**src/hw/fbdev_pkg.sv**
```systemverilog
//////////////////////////////////////////////////
// Framebuffer device shared definitions
//////////////////////////////////////////////////
`default_nettype none

package fbdev_pkg;

	// 640x480 at 60 Hz with one pixel per clock.
	localparam logic [11:0] H_REZ        = 12'd640;
	localparam logic [11:0] V_REZ        = 12'd480;
	localparam logic [11:0] H_SYNC_START = 12'd656;
	localparam logic [11:0] H_SYNC_END   = 12'd752;
	localparam logic [11:0] H_MAX        = 12'd800;
	localparam logic [11:0] V_SYNC_START = 12'd490;
	localparam logic [11:0] V_SYNC_END   = 12'd492;
	localparam logic [11:0] V_MAX        = 12'd525;

	localparam logic [31:0] REFRESH = 32'd60;
	localparam logic [31:0] BUFCNT  = 32'd1;

	localparam int PXCNT = int'(H_REZ) * int'(V_REZ);
	localparam int PX_CW = $clog2(PXCNT);

	localparam int FIFO_DEPTH = 64;
	localparam int FIFO_SLACK = 4;
	localparam int FIFO_AW    = $clog2(FIFO_DEPTH);
	localparam int FIFO_CW    = FIFO_AW + 1;
	localparam int IF_W       = $clog2(FIFO_SLACK + 1);

	localparam logic [31:0] M_ADDR_OFFSET = 32'h1000;

	localparam logic [1:0] PINOOP = 2'b00;
	localparam logic [1:0] PIWROP = 2'b01;
	localparam logic [1:0] PIRDOP = 2'b10;
	localparam logic [1:0] PIRWOP = 2'b11;

	localparam logic [1:0] CMDSRCSET  = 2'd0;
	localparam logic [1:0] CMDGETINFO = 2'd1;

	localparam logic [29:0] GETINFO_WIDTH  = 30'd0;
	localparam logic [29:0] GETINFO_HEIGHT = 30'd1;
	localparam logic [29:0] GETINFO_HZ     = 30'd2;
	localparam logic [29:0] GETINFO_BUFCNT = 30'd3;

	// Word is shown rpt+1 times.
	typedef struct packed {
		logic [7:0] rpt;
		logic [7:0] blue;
		logic [7:0] green;
		logic [7:0] red;
	} px_word_t;

	typedef struct packed {
		logic [1:0]  op;
		logic [29:0] addr;
	} bus_req_t;

	typedef struct packed {
		logic [11:0] h_pos;
		logic [11:0] v_pos;
		logic        hblank;
		logic        vblank;
		logic        frame_end;
	} scan_pos_t;

	typedef struct packed {
		logic [7:0] red;
		logic [7:0] green;
		logic [7:0] blue;
		logic       blank;
		logic       hsync;
		logic       vsync;
	} vga_out_t;

endpackage

`default_nettype wire

```
**src/hw/fb_regs.sv**
```systemverilog
//////////////////////////////////////////////////
// Command port and source address
//////////////////////////////////////////////////
`default_nettype none
`timescale 1ns/1ns

module fb_regs import fbdev_pkg::*; (
	input  logic        clk_i,
	input  logic        rst_i,
	input  logic [1:0]  s_op_i,
	input  logic [31:0] s_data_i,
	output logic [31:0] s_data_o,
	output logic [29:0] src_addr_o,
	output logic        vga_rst_o
);

	logic        src_valid;
	logic        cmd_stb;
	logic [29:0] arg;

	assign cmd_stb = (s_op_i == PIRWOP);
	assign arg = s_data_i[31:2];

	always_ff @(posedge clk_i) begin
		if (rst_i) begin
			src_valid <= 1'b0;
		end else if (cmd_stb && s_data_i[1:0] == CMDSRCSET) begin
			// All ones detaches the frame.
			src_valid <= ~&arg;
		end
	end

	always_ff @(posedge clk_i) begin
		if (cmd_stb) begin
			case (s_data_i[1:0])
				CMDSRCSET: begin
					if (!(&arg))
						src_addr_o <= arg - M_ADDR_OFFSET[31:2];
					// Size of the command window in bytes.
					s_data_o <= 32'd4;
				end
				CMDGETINFO: begin
					case (arg)
						GETINFO_WIDTH:  s_data_o <= 32'(H_REZ);
						GETINFO_HEIGHT: s_data_o <= 32'(V_REZ);
						GETINFO_HZ:     s_data_o <= REFRESH;
						GETINFO_BUFCNT: s_data_o <= BUFCNT;
						default:        s_data_o <= 32'd0;
					endcase
				end
				default: begin
				end
			endcase
		end
	end

	// Display held in reset until a frame is attached.
	assign vga_rst_o = rst_i || !src_valid;

endmodule

`default_nettype wire

```
**src/hw/scan_timer.sv**
```systemverilog
//////////////////////////////////////////////////
// Scan position and sync timing
//////////////////////////////////////////////////
`default_nettype none
`timescale 1ns/1ns

module scan_timer import fbdev_pkg::*; (
	input  logic      clk_i,
	input  logic      vga_rst_o,
	output scan_pos_t pos_o,
	output vga_out_t  sync_o
);

	logic [11:0] h_pos;
	logic [11:0] v_pos;
	logic        h_last;
	logic        v_last;
	vga_out_t    sync_next;

	assign h_last = (h_pos == H_MAX - 12'd1);
	assign v_last = (v_pos == V_MAX - 12'd1);

	always_ff @(posedge clk_i) begin
		if (vga_rst_o) begin
			h_pos <= 12'd0;
			v_pos <= 12'd0;
		end else if (h_last) begin
			h_pos <= 12'd0;
			if (v_last)
				v_pos <= 12'd0;
			else
				v_pos <= v_pos + 12'd1;
		end else begin
			h_pos <= h_pos + 12'd1;
		end
	end

	assign pos_o.h_pos     = h_pos;
	assign pos_o.v_pos     = v_pos;
	assign pos_o.hblank    = (h_pos >= H_REZ);
	assign pos_o.vblank    = (v_pos >= V_REZ);
	assign pos_o.frame_end = h_last && v_last;

	always_comb begin
		sync_next       = '0;
		sync_next.blank = pos_o.hblank || pos_o.vblank;
		sync_next.hsync = (h_pos >= H_SYNC_START) && (h_pos < H_SYNC_END);
		sync_next.vsync = (v_pos >= V_SYNC_START) && (v_pos < V_SYNC_END);
	end

	// Sync lags the position by one clock.
	always_ff @(posedge clk_i) begin
		if (vga_rst_o)
			sync_o <= '0;
		else
			sync_o <= sync_next;
	end

endmodule

`default_nettype wire

```
**src/hw/fetch_fsm.sv**
```systemverilog
//////////////////////////////////////////////////
// Pixel fetch engine
//////////////////////////////////////////////////
`default_nettype none
`timescale 1ns/1ns

module fetch_fsm import fbdev_pkg::*; (
	input  logic               clk_i,
	input  logic               vga_rst_o,
	input  scan_pos_t          pos_i,
	input  logic [29:0]        src_addr_i,
	output bus_req_t           m_req_o,
	input  logic               m_rdy_i,
	input  logic [FIFO_CW-1:0] fifo_count_i,
	output logic               fifo_write_o,
	output logic               fifo_clear_o
);

	typedef enum logic [1:0] {
		IDLE,
		FLUSH,
		FETCH,
		DONE
	} state_t;

	state_t             state;
	logic [29:0]        addr;
	logic [PX_CW-1:0]   word_cnt;
	logic [IF_W-1:0]    in_flight;
	logic [IF_W-1:0]    stale;
	logic [FIFO_CW:0]   fill;
	logic               room;
	logic               vblank_start;
	logic               accept;
	logic               ret;

	assign vblank_start = (pos_i.v_pos == V_REZ) && (pos_i.h_pos == 12'd0);

	// FIFO entries plus words already on their way.
	assign fill = (FIFO_CW+1)'(fifo_count_i) + (FIFO_CW+1)'(in_flight);
	assign room = (fill < (FIFO_CW+1)'(FIFO_DEPTH));

	assign m_req_o.op   = (state == FETCH && room) ? PIRDOP : PINOOP;
	assign m_req_o.addr = addr;

	assign accept = (m_req_o.op == PIRDOP) && m_rdy_i;
	assign ret    = (in_flight != '0) && m_rdy_i;

	// Data of reads issued before the flush is dropped.
	assign fifo_write_o = ret && (stale == '0) && (state != FLUSH);
	assign fifo_clear_o = (state == FLUSH);

	always_ff @(posedge clk_i) begin
		if (vga_rst_o) begin
			state     <= IDLE;
			word_cnt  <= '0;
			in_flight <= '0;
			stale     <= '0;
		end else begin
			in_flight <= in_flight + IF_W'(accept) - IF_W'(ret);

			if (state == FLUSH)
				stale <= in_flight - IF_W'(ret);
			else if (ret && stale != '0)
				stale <= stale - 1'b1;

			if (vblank_start) begin
				state <= FLUSH;
			end else begin
				case (state)
					FLUSH: begin
						word_cnt <= '0;
						state    <= FETCH;
					end
					FETCH: begin
						if (accept) begin
							word_cnt <= word_cnt + 1'b1;
							if (word_cnt == PX_CW'(PXCNT - 1))
								state <= DONE;
						end
					end
					default: begin
					end
				endcase
			end
		end
	end

	always_ff @(posedge clk_i) begin
		if (state == FLUSH)
			addr <= src_addr_i;
		else if (accept)
			addr <= addr + 30'd1;
	end

endmodule

`default_nettype wire

```
**src/hw/px_fifo.sv**
```systemverilog
//////////////////////////////////////////////////
// Pixel word FIFO
//////////////////////////////////////////////////
`default_nettype none
`timescale 1ns/1ns

module px_fifo import fbdev_pkg::*; (
	input  logic               clk_i,
	input  logic               vga_rst_o,
	input  logic               clear_i,
	input  logic               write_i,
	input  px_word_t           data_i,
	input  logic               read_i,
	output px_word_t           head_o,
	output logic               empty_o,
	output logic [FIFO_CW-1:0] count_o
);

	px_word_t           mem [FIFO_DEPTH];
	logic [FIFO_AW-1:0] wr_ptr;
	logic [FIFO_AW-1:0] rd_ptr;
	logic               full;
	logic               do_write;
	logic               do_read;

	assign empty_o  = (count_o == '0);
	assign full     = (count_o == FIFO_CW'(FIFO_DEPTH));
	assign do_write = write_i && !full;
	assign do_read  = read_i && !empty_o;

	// The oldest word is always visible at the head.
	assign head_o = mem[rd_ptr];

	always_ff @(posedge clk_i) begin
		if (do_write)
			mem[wr_ptr] <= data_i;
	end

	always_ff @(posedge clk_i) begin
		if (vga_rst_o || clear_i) begin
			wr_ptr  <= '0;
			rd_ptr  <= '0;
			count_o <= '0;
		end else begin
			if (do_write)
				wr_ptr <= wr_ptr + 1'b1;
			if (do_read)
				rd_ptr <= rd_ptr + 1'b1;
			count_o <= count_o + FIFO_CW'(do_write) - FIFO_CW'(do_read);
		end
	end

endmodule

`default_nettype wire

```
**src/hw/px_unpack.sv**
```systemverilog
//////////////////////////////////////////////////
// Pixel unpacker
//////////////////////////////////////////////////
`default_nettype none
`timescale 1ns/1ns

module px_unpack import fbdev_pkg::*; (
	input  logic      clk_i,
	input  logic      vga_rst_o,
	input  scan_pos_t pos_i,
	input  vga_out_t  sync_i,
	input  px_word_t  head_i,
	input  logic      empty_i,
	output logic      read_o,
	output vga_out_t  vga_o
);

	logic [7:0] px_cnt;
	logic [7:0] red_r;
	logic [7:0] green_r;
	logic [7:0] blue_r;
	logic       active;
	logic       show;
	logic       last_px;

	assign active  = !pos_i.hblank && !pos_i.vblank;
	// Underrun stalls the word and shows black.
	assign show    = active && !empty_i;
	assign last_px = (px_cnt == head_i.rpt);
	assign read_o  = show && last_px;

	always_ff @(posedge clk_i) begin
		if (vga_rst_o) begin
			px_cnt  <= 8'd0;
			red_r   <= 8'd0;
			green_r <= 8'd0;
			blue_r  <= 8'd0;
		end else begin
			if (pos_i.frame_end)
				px_cnt <= 8'd0;
			else if (show)
				px_cnt <= last_px ? 8'd0 : px_cnt + 8'd1;

			if (show) begin
				red_r   <= head_i.red;
				green_r <= head_i.green;
				blue_r  <= head_i.blue;
			end else begin
				red_r   <= 8'd0;
				green_r <= 8'd0;
				blue_r  <= 8'd0;
			end
		end
	end

	// Colour registers on the same edge as the sync fields.
	assign vga_o.red   = red_r;
	assign vga_o.green = green_r;
	assign vga_o.blue  = blue_r;
	assign vga_o.blank = sync_i.blank;
	assign vga_o.hsync = sync_i.hsync;
	assign vga_o.vsync = sync_i.vsync;

endmodule

`default_nettype wire

```
**src/hw/fbdev.sv**
```systemverilog
//////////////////////////////////////////////////
// Framebuffer device top
//////////////////////////////////////////////////
`default_nettype none
`timescale 1ns/1ns

module fbdev import fbdev_pkg::*; (
	input  logic        clk_i,
	input  logic        rst_i,
	input  logic [1:0]  s_op_i,
	input  logic [31:0] s_data_i,
	output logic [31:0] s_data_o,
	output bus_req_t    m_req_o,
	input  logic        m_rdy_i,
	input  logic [31:0] m_data_i,
	output vga_out_t    vga_o,
	output logic        vga_rst_o
);

	logic [29:0]        src_addr;
	scan_pos_t          pos;
	vga_out_t           sync;
	logic [FIFO_CW-1:0] fifo_count;
	logic               fifo_write;
	logic               fifo_clear;
	logic               fifo_read;
	logic               fifo_empty;
	px_word_t           fifo_head;

	fb_regs u_regs (
		.clk_i      (clk_i),
		.rst_i      (rst_i),
		.s_op_i     (s_op_i),
		.s_data_i   (s_data_i),
		.s_data_o   (s_data_o),
		.src_addr_o (src_addr),
		.vga_rst_o  (vga_rst_o)
	);

	scan_timer u_scan (
		.clk_i     (clk_i),
		.vga_rst_o (vga_rst_o),
		.pos_o     (pos),
		.sync_o    (sync)
	);

	fetch_fsm u_fetch (
		.clk_i        (clk_i),
		.vga_rst_o    (vga_rst_o),
		.pos_i        (pos),
		.src_addr_i   (src_addr),
		.m_req_o      (m_req_o),
		.m_rdy_i      (m_rdy_i),
		.fifo_count_i (fifo_count),
		.fifo_write_o (fifo_write),
		.fifo_clear_o (fifo_clear)
	);

	px_fifo u_fifo (
		.clk_i     (clk_i),
		.vga_rst_o (vga_rst_o),
		.clear_i   (fifo_clear),
		.write_i   (fifo_write),
		.data_i    (m_data_i),
		.read_i    (fifo_read),
		.head_o    (fifo_head),
		.empty_o   (fifo_empty),
		.count_o   (fifo_count)
	);

	px_unpack u_unpack (
		.clk_i     (clk_i),
		.vga_rst_o (vga_rst_o),
		.pos_i     (pos),
		.sync_i    (sync),
		.head_i    (fifo_head),
		.empty_i   (fifo_empty),
		.read_o    (fifo_read),
		.vga_o     (vga_o)
	);

endmodule

`default_nettype wire

```
**config.mk**
```make
export PLATFORM = sky130hd
export DESIGN_NAME = fbdev
export DESIGN_NICKNAME = d
export VERILOG_FILES = /design/src/hw/fbdev_pkg.sv /design/src/hw/fb_regs.sv /design/src/hw/scan_timer.sv /design/src/hw/fetch_fsm.sv /design/src/hw/px_fifo.sv /design/src/hw/px_unpack.sv /design/src/hw/fbdev.sv
export SDC_FILE = /design/constraint.sdc
export NUM_CORES = 2
export LEC_CHECK = 0
export BUFFER_PORTS_ARGS = -buffer_cell sky130_fd_sc_hd__buf_4
export CAP_MARGIN = 20
export CORE_ASPECT_RATIO = 0.7
export CORE_MARGIN = 5
export CORE_UTILIZATION = 31
export DETAILED_ROUTE_END_ITERATION = 8
export HOLD_SLACK_MARGIN = 0.06
export PLACE_DENSITY = 0.46
export SETUP_SLACK_MARGIN = 0.15
export SLEW_MARGIN = 10
export SYNTH_ARGS = -nofsm -noshare
export SYNTH_HDL_FRONTEND = slang
export SYNTH_SLANG_ARGS = --single-unit
```
**constraint.sdc**
```tcl
create_clock -name clk_i -period 5.5 [get_ports clk_i]
set_input_delay 1.1 -clock clk_i [delete_from_list [all_inputs] [get_ports clk_i]]
set_output_delay 1.1 -clock clk_i [all_outputs]
set_load 0.02 [all_outputs]
```
==> flow_summary.json <==
{
  "run_status": "finished clean",
  "synthMuxAreaShare_pct": 16.7,
  "synthFlopType": "edfxtp_1",
  "vias": 43500,
  "numPortBuffers": 136,
  "cp-start-kind": "register",
  "layout.cells.most_common": "edfxtp_1",
  "dieWidth_um": 641,
  "ir_drop_uv": 271,
  "finalHoldViolCount": 0,
  "place_congestion": 0.773,
  "clockPowerShare_pct": 44.4,
  "synth_top_family_by_area": "multiplexers",
  "antenna_left": 0,
  "grt_max_degree": 89,
  "drtIter0Drc": 5236,
  "initial_utilization_pct": 31.1,
  "syn-mean-instance-area_um2": 21.6,
  "power_switching_mw": 6.80,
  "syn-instance-count": 4011,
  "min_path_type": "input port to register",
  "fillers": 25500,
  "yosys.area_share.simple_pct": 3.03,
  "die-area_mm2": 0.290,
  "grt_pass1_vias": 42700,
  "hold_buffers": 0,
  "hpwlAfterDp_um": 151000,
  "total_power_mw": 33.9,
  "seq_area_frac_synth_pct": 76.0,
  "synth_area_mm2": 0.0865,
  "clock_latency_ns": 0.90,
  "drt_wl_total_um": 264000,
  "cp.arrival_ns": 5.83,
  "synth_area_leader_cell": "edfxtp_1",
  "path_clk_slew_ns": 0.06,
  "core-area_mm2": 0.278,
  "antenna_found_initial": 26,
  "powerDensity_mw_per_mm2": 336,
  "synth_edf_count": 2115,
  "worst_slew_pin_slew_ns": 1.01,
  "switching_share_pct": 20.1,
  "crit_path_max_fanout": 24,
  "synth_compound_area_share_pct": 1.31,
  "layout_setup_ws_ns": 0.437,
  "slew_headroom_pct": 32.5,
  "leakagePower_nw": 30.3,
  "rsz0062_at_grt": "no",
  "drv_cap": 0,
  "finalSetupViolCount": 0,
  "slew_violations": 0,
  "cts_buffers": 220,
  "synth-seq-cells": 2227,
  "synthArstFlopShare_pct": 0,
  "io_pins": 161,
  "die_h_um": 452,
  "drc": 0,
  "pre_cts_slack_ns": 0.273,
  "htreeDepth": 4,
  "viasPerCell": 5.27,
  "clock.fmax_mhz": 197,
  "gr-usage-all-layers_pct": 17.8,
  "first_pass_iters": 6,
  "layout_min_cycle_time_ns": 5.06,
  "drive_gt1_share_pct": 29.6,
  "whs_ns": 0.427,
  "synth_top_area_share_pct": 73.4,
  "grt_pass1_wl_um": 360000,
  "rows": 162,
  "wl_per_cell_um": 32.0,
  "critical_path_class": "register to register",
  "internal_power_mw": 27.1,
  "synth.distinct_cells": 65,
  "period_share_pct": 92.1,
  "cts_tree": "built",
  "critPathRequiredTime_ns": 6.26,
  "ys_warn_count": 0,
  "syn2layout_area_growth_pct": 16.6,
  "clock_skew_ns": 0.0837,
  "power.share.sequential_pct": 54.7,
  "cp-end-kind": "register",
  "pwr-share-comb_pct": 0.9,
  "clock_sinks": 2227,
  "clk_path_buf_depth": 4,
  "synth_area_leaders": "edfxtp_1 73%, mux4_2 16%, dfxtp_1 2.6%",
  "synth_fa_ha_area_share_pct": 0.538,
  "fin_nets": 4485,
  "final_core_util_pct": 36.2,
  "grt_overflow": 0,
  "cts_root_buf": "clkbuf_16",
  "final_cell_mix": "2115 x edfxtp_1, 611 x mux4_2, 306 x buf_4",
  "synth_xor_area_share_pct": 1.01,
  "setup-tns-final_ns": 0
}
path summary, 6_finish.rpt:
check / startpoint / end / slack (ns) / depth (start not counted)
min reg2reg: u_scan.h_pos[0]$_SDFF_PP0_ / u_scan.h_pos[0]$_SDFF_PP0_ / 0.47 / 1
max: register / u_fifo.count_o[6]$_SDFF_PP0_ / 0.44 / 19
max reg2reg: register / u_fifo.count_o[6]$_SDFF_PP0_ / 0.44 / 19
min: rst_i / u_regs.src_valid$_SDFFE_PP0P_ / 0.43 / 2
per-layer routing:
layer | part of all wire [%] | routed length, um | up-vias | GRT usage [%]
li1 | - | - | 17400 | -
met3 | 7.4 | 19500 | 309 | 3.66
met1 | 48 | 126000 | 24100 | 28.0
met4 | 1.8 | 4800 | 6 | 3.53
met5 | 0.013 | 35 | - | 0
met2 | 43 | 114000 | 1612 | 25.5
sequential cells by signal, summed over array words and instances (netlist names), named ones only:
name,count
u_fetch.addr,30
u_fetch.stale,3
u_unpack.red_r,8
u_scan.h_pos,12
u_unpack.green_r,8
u_unpack.px_cnt,8
u_unpack.blue_r,8
u_fetch.in_flight,3
u_regs.s_data_o,7
u_fifo.count_o,7
u_fifo.mem,2048
u_fifo.wr_ptr,6
u_scan.v_pos,12
u_regs.src_valid,1
u_fetch.word_cnt,19
u_fifo.rd_ptr,6
u_fetch.state,2
u_scan.sync_o,3
u_regs.src_addr_o,30
final cells by class:
| class | instances | area, um^2 | area share, % |
|---|---|---|---|
| tap | 3690 | 4620 | 4.58 |
| clock inverter | 127 | 1210 | 1.20 |
| clock buffer | 270 | 5790 | 5.74 |
| antenna | 9 | 22.5 | 0.0223 |
| inverter | 42 | 159 | 0.158 |
| timing repair buffer | 345 | 3070 | 3.05 |
| multi-input combinational | 1544 | 20100 | 20.0 |
| sequential | 2227 | 65800 | 65.3 |
what timing repair did:
item / CTS / global route
setup buffers: 0 / 7
resized for setup: 0 / 9
endpoints found under the setup margin: 0 / 1
logic make-up (layout without fill, tap and decap cells):
logic type,count (synthesis),in the layout
AOI/OAI and AO/OA,176,176
adders and majority gates,36,36
buffers and inverters,263,784
muxes,678,678
xor gates and xnor gates,100,100
DFF,2227,2227
and+or+nand+nor,530,530
other,1,33
critical path: stages, from the launching register on:
cell and delay, ns:
dfxtp_4 0.68, buf_4 0.29, mux4_2 0.31, a22oi_1 0.28, nand4_1 0.39, nor4_1 0.36
xnor2_1 0.16, a211oi_4 0.31, nand4_1 0.22, nor2_1 0.18, ha_1 0.15, inv_1 0.04
ha_1 0.20, fa_1 0.39, a21oi_1 0.17, o21bai_1 0.10, a21oi_1 0.17, nor2_1 0.06
or3_1 0.30, a21oi_1 0.15
per-stage QoR:
| step | cells | area, um^2 |
|---|---|---|
| floorplan | 4034 | 86600 |
| global placement | 7840 | 93600 |
| CTS | 8237 | 101000 |
| finish | 8254 | 101000 |
| global route | 8251 | 101000 |
| detailed placement | 7840 | 93600 |
synth_stat cells, drive strengths merged (32+ instances only):
master and number:
a21oi 34, and3 37, buf 126, clkbuf 95, dfxtp 112, edfxtp 2115
ha 34, inv 39, mux2i 62, mux4 611, nand2 102, nand3 51
nor2 169, nor3 32, o21ai 51, xnor2 40, xor2 60
power by group through the flow:
stage / sequential [mW] / clock (mW) / combinational (mW)
global route: 18.5 / 16.2 / 0.350
floorplan: 18.9 / 0 / 0.0481
finish: 18.5 / 15.0 / 0.318
CTS: 18.5 / 15.4 / 0.323
detailed placement: 18.9 / 0 / 0.323
global placement: 18.9 / 0 / 0.313
No activity file was read; power rests on OpenSTA's default activity.
